### src/hdl/sq_pkg.sv
// shared widths, size encoding and packed structs for the store path
// referenced by scoped name from every module in hdl/

package sq_pkg;

    ////////////////////////////////////////
    // widths and sizes
    ////////////////////////////////////////
    localparam int xlen       = 32;
    localparam int prf_len    = 6;   // physical register tag
    localparam int rob_len    = 5;
    localparam int imm_len    = 12;  // s-type immediate
    localparam int rs_sq_size = 8;
    localparam int rs_sq_len  = 3;
    localparam int sq_size    = 8;
    localparam int sq_len     = 3;

    typedef enum logic [1:0] {
        mem_byte = 2'h0,
        mem_half = 2'h1,
        mem_word = 2'h2
    } mem_size_t;

    ////////////////////////////////////////
    // packets
    ////////////////////////////////////////

    // one store as handed over by dispatch
    typedef struct packed {
        logic [prf_len-1:0] base_tag;
        logic               base_ready;
        logic [prf_len-1:0] src_tag;
        logic               src_ready;
        logic [xlen-1:0]    base_value;  // only meaningful with base_ready
        logic [xlen-1:0]    src_value;   // only meaningful with src_ready
        logic [imm_len-1:0] offset;
        mem_size_t          mem_size;
        logic [rob_len-1:0] rob_idx;
        logic [sq_len-1:0]  sq_idx;
    } sq_dispatch_t;

    // station entry, operand fields hold the tag until ready and the value after
    typedef struct packed {
        logic               base_ready;
        logic [xlen-1:0]    base;
        logic               src_ready;
        logic [xlen-1:0]    src;
        logic [imm_len-1:0] offset;
        mem_size_t          mem_size;
        logic [rob_len-1:0] rob_idx;
        logic [sq_len-1:0]  sq_idx;
    } rs_sq_entry_t;

    typedef struct packed {
        logic               valid;
        logic [prf_len-1:0] tag;
        logic [xlen-1:0]    value;
    } cdb_t;

    typedef struct packed {
        logic [xlen-1:0]   word_addr;  // low two bits always zero
        logic [xlen/8-1:0] strobe;
        logic [xlen-1:0]   data;       // already shifted into its byte lanes
        logic [sq_len-1:0] sq_idx;
    } agen_result_t;

    typedef struct packed {
        logic [xlen-1:0]   word_addr;
        logic [xlen/8-1:0] strobe;
        logic [xlen-1:0]   data;
    } mem_write_t;

endpackage

### src/hdl/psel_gen.sv
// fixed priority selector, lowest index wins
// gives a one-hot grant plus a flag for an all-zero request vector

`timescale 1ns/1ps

module psel_gen #(
    parameter int WIDTH = 8
) (
    input  logic [WIDTH-1:0] req,
    output logic [WIDTH-1:0] gnt,
    output logic             empty
);

    logic [WIDTH-1:0] higher;  // set where some lower request already won

    always_comb begin
        higher[0] = 1'b0;
        for (int i = 1; i < WIDTH; i++) begin
            higher[i] = higher[i-1] | req[i-1];
        end
    end

    always_comb begin
        for (int i = 0; i < WIDTH; i++) begin
            gnt[i] = req[i] & ~higher[i];
        end
    end

    assign empty = ~|req;

endmodule

### src/hdl/rs_sq.sv
// store reservation station, holds dispatched stores until both operands
// arrive from dispatch or the CDB, then issues one per cycle to address gen

`timescale 1ns/1ps

module rs_sq (
    input  logic                 clock,
    input  logic                 rst_n,
    input  logic                 flush,
    input  logic                 dispatch_valid,
    input  sq_pkg::sq_dispatch_t dispatch,
    input  sq_pkg::cdb_t         cdb,
    output logic                 issue_valid,
    output sq_pkg::rs_sq_entry_t issue,
    output logic                 rs_full
);

    sq_pkg::rs_sq_entry_t [sq_pkg::rs_sq_size-1:0] entries;

    logic [sq_pkg::rs_sq_size-1:0] free;     // slot holds no store
    logic [sq_pkg::rs_sq_len:0]    count;
    logic [sq_pkg::rs_sq_size-1:0] ready;    // occupied with both operands in
    logic [sq_pkg::rs_sq_size-1:0] gnt;
    logic                          none_ready;
    logic [sq_pkg::rs_sq_len-1:0]  free_idx;
    logic [sq_pkg::rs_sq_len-1:0]  issue_idx;
    logic                          base_hit;
    logic                          src_hit;
    sq_pkg::rs_sq_entry_t          new_entry;

    assign rs_full = (count == sq_pkg::rs_sq_size);

    ////////////////////////////////////////
    // slot search and issue select
    ////////////////////////////////////////

    // lowest free slot, walking down so the last hit is the smallest index
    always_comb begin
        free_idx = '0;
        for (int i = sq_pkg::rs_sq_size - 1; i >= 0; i--) begin
            if (free[i]) free_idx = i[sq_pkg::rs_sq_len-1:0];
        end
    end

    always_comb begin
        for (int i = 0; i < sq_pkg::rs_sq_size; i++) begin
            ready[i] = ~free[i] & entries[i].base_ready & entries[i].src_ready;
        end
    end

    psel_gen #(.WIDTH(sq_pkg::rs_sq_size)) psel (
        .req   (ready),
        .gnt   (gnt),
        .empty (none_ready)
    );

    always_comb begin
        issue_idx = '0;
        for (int i = 0; i < sq_pkg::rs_sq_size; i++) begin
            if (gnt[i]) issue_idx = i[sq_pkg::rs_sq_len-1:0];
        end
    end

    ////////////////////////////////////////
    // incoming entry
    ////////////////////////////////////////

    // a broadcast in the dispatch cycle must not be missed
    assign base_hit = cdb.valid && (cdb.tag == dispatch.base_tag);
    assign src_hit  = cdb.valid && (cdb.tag == dispatch.src_tag);

    always_comb begin
        new_entry.base_ready = dispatch.base_ready | base_hit;
        if (dispatch.base_ready)
            new_entry.base = dispatch.base_value;
        else if (base_hit)
            new_entry.base = cdb.value;
        else
            new_entry.base = {{(sq_pkg::xlen - sq_pkg::prf_len){1'b0}}, dispatch.base_tag};

        new_entry.src_ready = dispatch.src_ready | src_hit;
        if (dispatch.src_ready)
            new_entry.src = dispatch.src_value;
        else if (src_hit)
            new_entry.src = cdb.value;
        else
            new_entry.src = {{(sq_pkg::xlen - sq_pkg::prf_len){1'b0}}, dispatch.src_tag};

        new_entry.offset   = dispatch.offset;
        new_entry.mem_size = dispatch.mem_size;
        new_entry.rob_idx  = dispatch.rob_idx;
        new_entry.sq_idx   = dispatch.sq_idx;
    end

    ////////////////////////////////////////
    // state
    ////////////////////////////////////////

    always_ff @(posedge clock or negedge rst_n) begin
        if (!rst_n) begin
            free        <= '1;
            count       <= '0;
            issue_valid <= 1'b0;
        end else if (flush) begin
            free        <= '1;  // drop every waiting store
            count       <= '0;
            issue_valid <= 1'b0;
        end else begin
            count <= count + {{sq_pkg::rs_sq_len{1'b0}}, dispatch_valid}
                           - {{sq_pkg::rs_sq_len{1'b0}}, ~none_ready};
            issue_valid <= ~none_ready;
            if (dispatch_valid) free[free_idx] <= 1'b0;
            if (!none_ready) free[issue_idx] <= 1'b1;  // never the dispatch slot
        end
    end

    always_ff @(posedge clock) begin
        if (!none_ready) issue <= entries[issue_idx];

        for (int i = 0; i < sq_pkg::rs_sq_size; i++) begin
            if (dispatch_valid && (int'(free_idx) == i)) begin
                entries[i] <= new_entry;
            end else if (cdb.valid && !free[i]) begin
                // wake up on tag match
                if (!entries[i].base_ready &&
                    (entries[i].base[sq_pkg::prf_len-1:0] == cdb.tag)) begin
                    entries[i].base_ready <= 1'b1;
                    entries[i].base       <= cdb.value;
                end
                if (!entries[i].src_ready &&
                    (entries[i].src[sq_pkg::prf_len-1:0] == cdb.tag)) begin
                    entries[i].src_ready <= 1'b1;
                    entries[i].src       <= cdb.value;
                end
            end
        end
    end

endmodule

### src/hdl/store_agen.sv
// address stage for stores, one register deep with no back-pressure
// produces word address, byte strobe and lane-aligned data

`timescale 1ns/1ps

module store_agen (
    input  logic                 clock,
    input  logic                 rst_n,
    input  logic                 issue_valid,
    input  sq_pkg::rs_sq_entry_t issue,
    output logic                 agen_valid,
    output sq_pkg::agen_result_t agen
);

    logic [sq_pkg::xlen-1:0]   eff_addr;
    logic [1:0]                lane;      // byte lane within the word
    logic [sq_pkg::xlen/8-1:0] strobe;
    logic [sq_pkg::xlen-1:0]   lane_data;

    assign eff_addr = issue.base
                    + {{(sq_pkg::xlen - sq_pkg::imm_len){issue.offset[sq_pkg::imm_len-1]}},
                       issue.offset};
    assign lane = eff_addr[1:0];

    // misaligned low bits are dropped for the access size
    always_comb begin
        case (issue.mem_size)
            sq_pkg::mem_byte: begin
                strobe    = 4'b0001 << lane;
                lane_data = issue.src << {lane, 3'b000};
            end
            sq_pkg::mem_half: begin
                strobe    = lane[1] ? 4'b1100 : 4'b0011;  // lane bit 0 ignored
                lane_data = issue.src << {lane[1], 4'b0000};
            end
            default: begin
                strobe    = 4'b1111;
                lane_data = issue.src;
            end
        endcase
    end

    ////////////////////////////////////////
    // output register
    ////////////////////////////////////////

    always_ff @(posedge clock or negedge rst_n) begin
        if (!rst_n)
            agen_valid <= 1'b0;
        else
            agen_valid <= issue_valid;
    end

    always_ff @(posedge clock) begin
        if (issue_valid) begin
            agen.word_addr <= {eff_addr[sq_pkg::xlen-1:2], 2'b00};
            agen.strobe    <= strobe;
            agen.data      <= lane_data;
            agen.sq_idx    <= issue.sq_idx;
        end
    end

endmodule

### src/hdl/store_queue.sv
// circular store queue, slots allocated at dispatch and filled by address gen
// committed stores drain in order over a four-phase req/ack memory port

`timescale 1ns/1ps

module store_queue (
    input  logic                      clock,
    input  logic                      rst_n,
    input  logic                      flush,
    input  logic                      alloc,
    output logic [sq_pkg::sq_len-1:0] alloc_idx,
    output logic                      sq_full,
    input  logic                      agen_valid,
    input  sq_pkg::agen_result_t      agen,
    input  logic                      commit,
    output logic                      mem_req,
    input  logic                      mem_ack,
    output sq_pkg::mem_write_t        mem_write
);

    typedef enum logic [1:0] {
        mem_idle    = 2'h0,
        mem_wait    = 2'h1,  // req high, waiting for ack
        mem_release = 2'h2   // req low, waiting for ack to drop
    } mem_state_t;

    sq_pkg::mem_write_t [sq_pkg::sq_size-1:0] slots;

    logic [sq_pkg::sq_size-1:0] computed;
    logic [sq_pkg::sq_len-1:0]  head;
    logic [sq_pkg::sq_len-1:0]  tail;
    logic [sq_pkg::sq_len:0]    count;       // allocated entries
    logic [sq_pkg::sq_len:0]    commit_cnt;  // committed, not yet written
    logic [sq_pkg::sq_len-1:0]  head_nxt;
    logic [sq_pkg::sq_len:0]    commit_nxt;
    logic                       head_ready;
    logic                       retire;
    mem_state_t                 state;

    assign alloc_idx = tail;
    assign sq_full   = (count == sq_pkg::sq_size);
    assign mem_write = slots[head];  // head holds still for the whole handshake

    assign head_ready = (commit_cnt != '0) && computed[head];
    assign retire     = (state == mem_release) && !mem_ack;
    assign head_nxt   = head + {{(sq_pkg::sq_len-1){1'b0}}, retire};
    assign commit_nxt = commit_cnt + {{sq_pkg::sq_len{1'b0}}, commit}
                                   - {{sq_pkg::sq_len{1'b0}}, retire};

    ////////////////////////////////////////
    // memory handshake
    ////////////////////////////////////////

    always_ff @(posedge clock or negedge rst_n) begin
        if (!rst_n) begin
            state   <= mem_idle;
            mem_req <= 1'b0;
        end else begin
            case (state)
                mem_idle: if (head_ready) begin
                    state   <= mem_wait;
                    mem_req <= 1'b1;
                end
                mem_wait: if (mem_ack) begin
                    state   <= mem_release;
                    mem_req <= 1'b0;
                end
                mem_release: if (!mem_ack) state <= mem_idle;  // write done
                default: begin
                    state   <= mem_idle;
                    mem_req <= 1'b0;
                end
            endcase
        end
    end

    ////////////////////////////////////////
    // pointers and counters
    ////////////////////////////////////////

    always_ff @(posedge clock or negedge rst_n) begin
        if (!rst_n) begin
            head       <= '0;
            tail       <= '0;
            count      <= '0;
            commit_cnt <= '0;
        end else begin
            head       <= head_nxt;
            commit_cnt <= commit_nxt;
            if (flush) begin
                // keep only what the ROB has committed
                tail  <= head_nxt + commit_nxt[sq_pkg::sq_len-1:0];
                count <= commit_nxt;
            end else begin
                if (alloc) tail <= tail + 1'b1;
                count <= count + {{sq_pkg::sq_len{1'b0}}, alloc}
                               - {{sq_pkg::sq_len{1'b0}}, retire};
            end
        end
    end

    // a late result for a flushed slot loses to a fresh allocation
    always_ff @(posedge clock or negedge rst_n) begin
        if (!rst_n) begin
            computed <= '0;
        end else begin
            if (agen_valid) computed[agen.sq_idx] <= 1'b1;
            if (alloc && !flush) computed[tail] <= 1'b0;
        end
    end

    always_ff @(posedge clock) begin
        if (agen_valid) begin
            slots[agen.sq_idx].word_addr <= agen.word_addr;
            slots[agen.sq_idx].strobe    <= agen.strobe;
            slots[agen.sq_idx].data      <= agen.data;
        end
    end

endmodule

### src/hdl/store_unit_top.sv
// store path top, reservation station into address gen into store queue
// dispatch_valid doubles as the queue allocate pulse

`timescale 1ns/1ps

module store_unit_top (
    input  logic                      clock,
    input  logic                      rst_n,
    input  logic                      flush,
    input  logic                      dispatch_valid,
    input  sq_pkg::sq_dispatch_t      dispatch,
    input  sq_pkg::cdb_t              cdb,
    input  logic                      commit,
    output logic [sq_pkg::sq_len-1:0] alloc_idx,
    output logic                      rs_full,
    output logic                      sq_full,
    output logic                      mem_req,
    input  logic                      mem_ack,
    output sq_pkg::mem_write_t        mem_write
);

    logic                 issue_valid;
    sq_pkg::rs_sq_entry_t issue;
    logic                 agen_valid;
    sq_pkg::agen_result_t agen;

    rs_sq u_rs_sq (
        .clock          (clock),
        .rst_n          (rst_n),
        .flush          (flush),
        .dispatch_valid (dispatch_valid),
        .dispatch       (dispatch),
        .cdb            (cdb),
        .issue_valid    (issue_valid),
        .issue          (issue),
        .rs_full        (rs_full)
    );

    store_agen u_store_agen (
        .clock       (clock),
        .rst_n       (rst_n),
        .issue_valid (issue_valid),
        .issue       (issue),
        .agen_valid  (agen_valid),
        .agen        (agen)
    );

    store_queue u_store_queue (
        .clock      (clock),
        .rst_n      (rst_n),
        .flush      (flush),
        .alloc      (dispatch_valid),
        .alloc_idx  (alloc_idx),
        .sq_full    (sq_full),
        .agen_valid (agen_valid),
        .agen       (agen),
        .commit     (commit),
        .mem_req    (mem_req),
        .mem_ack    (mem_ack),
        .mem_write  (mem_write)
    );

endmodule

### config.mk
export PLATFORM = sky130hd
export DESIGN_NAME = store_unit_top
export DESIGN_NICKNAME = d
export VERILOG_FILES = /design/src/hdl/sq_pkg.sv /design/src/hdl/psel_gen.sv /design/src/hdl/rs_sq.sv /design/src/hdl/store_agen.sv /design/src/hdl/store_queue.sv /design/src/hdl/store_unit_top.sv
export SDC_FILE = /design/constraint.sdc
export NUM_CORES = 2
export LEC_CHECK = 0
export ABC_AREA = 1
export BUFFER_PORTS_ARGS = -buffer_cell sky130_fd_sc_hd__buf_2
export CAP_MARGIN = 10
export CORE_ASPECT_RATIO = 1.75
export CORE_MARGIN = 5
export CORE_UTILIZATION = 45
export DETAILED_ROUTE_END_ITERATION = 8
export PLACE_DENSITY_LB_ADDON = 0.2
export SKIP_LAST_GASP = 1
export SLEW_MARGIN = 20
export SYNTH_ARGS = -nofsm -noshare
export SYNTH_HDL_FRONTEND = slang
export SYNTH_SLANG_ARGS = --single-unit
### constraint.sdc
create_clock -name clock -period 5.25 [get_ports clock]
set_clock_uncertainty 0.15 [all_clocks]
set_input_delay 0.525 -clock clock [delete_from_list [all_inputs] [get_ports clock]]
set_output_delay 0.525 -clock clock [all_outputs]
set_load 0.02 [all_outputs]
==> key figures <==
Global routing
  – Number of antenna violations at the first check in global routing: 6
  – First-pass GRT wire length: 295 mm
  – Congestion Overflow GR: 0
  – Vias in the first global route: 48203
  – Total GRT Usage: 25.2%
  – Pin count of the biggest net entering global routing: 193

Place
  – Post-DP Area: 68800 um2
  – Detailed-placement wirelength estimate: 122 mm
  – GP Congestion: 0.898
  – Port buffer count: 211

Timing
  – Max transition margin: 23.9%
  – TNS Setup: 0 ns
  – Unrepaired setup endpoints after global routing: false
  – Final Hold Fails: 0
  – Final setup violation count: 0
  – Highest attainable clock frequency: 234 MHz
  – Measured slew at the worst slew-check pin: 1.14 ns
  – Min cycle time layout: 4.27 ns
  – Post-route fraction of the period consumed by the critical path: 81.4%
  – Final Max Slew Viols: 0

Clock tree
  – Clock tree from TritonCTS: built
  – Count of cells resized by post-cts repair: 0
  – CTS root buf: sky130_fd_sc_hd__clkbuf_16
  – Total number of clock tree sinks: 1381
  – Number of clock buffers inserted by TritonCTS: 130
  – Post-CTS clock slew at the launch and capture registers of the worst setup and hold paths: 0.06 ns
  – Clk Latency, worst-skew pair: 0.76 ns
  – Buffer depth of the longest clock path: 3
  – Post-CTS repair timing setup buffer count: 0
  – Hold_buf cts: 30
  – H-tree level count: 4

Setup path
  – Buffers and inverters on the worst path: 2
  – Top cell family by delay on the critical path: compound AO/OA/AOI/OAI gates
  – Critical Path Start Type: register
  – Highest fanout seen on the critical path: 192
  – Slowest Stage Delay on Critical Path: 0.75 ns
  – Critical path cell sequence: buf_12 -> o21ai_0 -> o22ai_1 -> nor2_1 -> a31oi_1 -> buf_2
  – Arrival time at the worst endpoint: 3.60 ns
  – Data required time of the worst path: 4.58 ns
  – Worst Setup Path Type: register to output port
  – Critical-path cell with the highest stage delay: sky130_fd_sc_hd__dfrtp_4
  – Critical path endpoint category: output port

Yosys
  – Number of enable-type register cells in the synthesized netlist: 1342
  – Most numerous cell types in the synthesized netlist: 1831 x sky130_fd_sc_hd__nand2_1, 1342 x sky130_fd_sc_hd__edfxtp_1, 831 x sky130_fd_sc_hd__nor2_1
  – Count leader, synth: sky130_fd_sc_hd__nand2_1
  – Top post-synthesis cells by area: sky130_fd_sc_hd__edfxtp_1 61%, sky130_fd_sc_hd__nand2_1 10%, sky130_fd_sc_hd__nor2_1 4.7%
  – Number of distinct library cells after synthesis: 61
  – Netlist area before placement: 65900 um2
  – Gate count after technology mapping: 6782
  – Cell type contributing the most total cell area after synthesis: sky130_fd_sc_hd__edfxtp_1
  – Number of synthesized register bits: 1381
  – Async set-reset flop share out of synthesis: 2.82%
  – Sequential area share after synthesis: 62.7%
  – Synth Warn #: 0
  – Primary FF master, synth: sky130_fd_sc_hd__edfxtp_1
  – Fraction of post-synthesis cell area in the top cell type by area: 61.2%
  – Average cell area after synthesis: 9.71 um2

Floorplan
  – Die area: 154000 um2
  – Die Height: 516 um
  – Total number of placement rows: 185
  – Top-level port count: 219
  – Die W: 299 um
  – Area of the core: 145000 um2
  – Initial core utilization: 45.3%

Drt
  – Number of antenna-violating nets in the routed design: 0
  – Total DRC errors in the routed layout: 0
  – Per-cell via count in the routed design: 5.63
  – First-pass DRT Iterations: 7
  – Total via count in the routed design: 49546
  – WL final: 200 mm
  – Number of design-rule violations left by the first detailed-router iteration: 4662
  – Mean routed wirelength per cell: 22.7 um

Pwr
  – P_leak: 28.7 nW
  – Power density over the cells: 384 nW/um2
  – Maximum VDD drop: 0.000390 V

Layout
  – Finished Cell Area: 73100 um2
  – Final #Nets: 7033
  – Multi-input combinational cell area: 21000 um2
  – Share of post-route cells with drive strength above 1: 10.0%
  – Layout Area Growth over Synthesis: 11.0%
  – Number of fill cells: 13062
  – Flip-flop and latch area: 41300 um2

Job
  – Max-cap viol count: 0

Status
  – Run status: completed

Min path
  – Hold Path Class: input pin to register
==> worst reg2reg max path: stages (launching register included) <==
cell	delay, ns
sky130_fd_sc_hd__dfstp_2	0.54
sky130_fd_sc_hd__inv_1	0.11
sky130_fd_sc_hd__nand3_1	0.25
sky130_fd_sc_hd__inv_1	0.15
sky130_fd_sc_hd__nor2_2	0.19
sky130_fd_sc_hd__nand4_4	0.54
sky130_fd_sc_hd__nand2_4	0.81
sky130_fd_sc_hd__buf_12	0.33
sky130_fd_sc_hd__nand3_1	0.14
sky130_fd_sc_hd__nand2_1	0.08
sky130_fd_sc_hd__inv_1	0.03
sky130_fd_sc_hd__nand2_1	0.17
==> where the power goes <==
group	switching, W	internal, W
clock network	0.00407	0.00517
registers	0.000313	0.0124
logic	0.00426	0.00184
==> kinds of logic after synthesis <==
kind of cell,after synthesis,synth area share (%)
other cells,1,0.00569
xor+xnor,56,0.745
flops,1381,62.7
fa+ha+maj,55,1.10
buf+inv,965,6.03
simple gates,3224,20.0
compound gates,1100,9.41
==> final timing paths <==
check / from / end / slack, ns / cells past startpoint
hold reg to reg: u_rs_sq.issue[1] / u_store_agen.agen[1] / 0.27 / 0
setup reg to reg: u_rs_sq.free[4] / u_rs_sq.issue[37] / 1.57 / 11
max in group asynchronous: rst_n / u_store_queue.head[1] / 3.89 / 2
min in group asynchronous: rst_n / u_rs_sq.count[1] / 0.32 / 2
hold / removal: dispatch[30] / u_rs_sq.entries[118] / 0.04 / 3
setup / recovery: u_store_queue.head[0] / mem_write[18] / 0.98 / 6
==> cell type report <==
cell class	count	share of cell area [%]
Antenna cell	7	0.0240
Clock buffer	158	4.68
Clock inverter	61	0.827
Inverter	544	2.83
Multi-Input combinational cell	4437	28.7
Sequential cell	1381	56.5
Tap cell	1870	3.20
Timing Repair Buffer	339	3.27
==> through the flow <==
step / util [%] / hold WS, ns / power [W] / cells / setup slack, ns
2_1_floorplan: - / 0.0794 / 0.0169 / 6783 / 0.737
5_1_grt: 50.3 / 0.0462 / 0.0293 / 8791 / 0.840
6_report: 50.3 / 0.0444 / 0.0281 / 8797 / 0.975
4_1_cts: 50.3 / 0.00121 / 0.0282 / 8790 / 0.966
3_5_place_dp: 47.3 / 0.260 / 0.0191 / 8541 / 1.56
3_3_place_gp: 47.3 / 0.256 / 0.0190 / 8540 / 1.56
==> layer usage <==
layer | GRT usage (%) | vias to the layer above | wire, um
li1 | - | 23051 | -
met5 | 0 | - | 46
met2 | 45.9 | 2021 | 102000
met3 | 3.31 | 523 | 12400
met4 | 11.8 | 6 | 10600
met1 | 29.6 | 23945 | 74200
==> layout by cell type, fill, tap and decap left out, drive strengths merged, types with 7 or more instances in the layout <==
| master | instances |
|---|---|
| dlygate4sd3 | 30 |
| nor4 | 10 |
| bufinv | 11 |
| o22ai | 100 |
| dfstp | 8 |
| xor2 | 35 |
| or2 | 8 |
| clkbuf | 158 |
| nand2 | 1856 |
| o211ai | 10 |
| a22oi | 8 |
| edfxtp | 1342 |
| a31oi | 77 |
| o21ai | 739 |
| dfrtp | 31 |
| a21oi | 87 |
| o41ai | 8 |
| nand4 | 9 |
| a221oi | 14 |
| nor3 | 34 |
| xnor2 | 21 |
| o21bai | 8 |
| nor2 | 837 |
| inv | 543 |
| ha | 50 |
| diode | 7 |
| nand3b | 8 |
| a21o | 8 |
| nand3 | 462 |
| clkinv | 46 |
| o2111ai | 17 |
| buf | 309 |
==> state kept, by name, summed over array words and instances, names as in the netlist, 4 cells and up <==
register,cells
u_store_agen.agen,69
u_rs_sq.count,4
u_store_queue.slots,528
u_store_queue.count,4
u_rs_sq.entries,664
u_store_queue.computed,8
u_store_queue.commit_cnt,4
u_rs_sq.free,8
u_rs_sq.issue,81
Power figures use the tool's default switching activity.
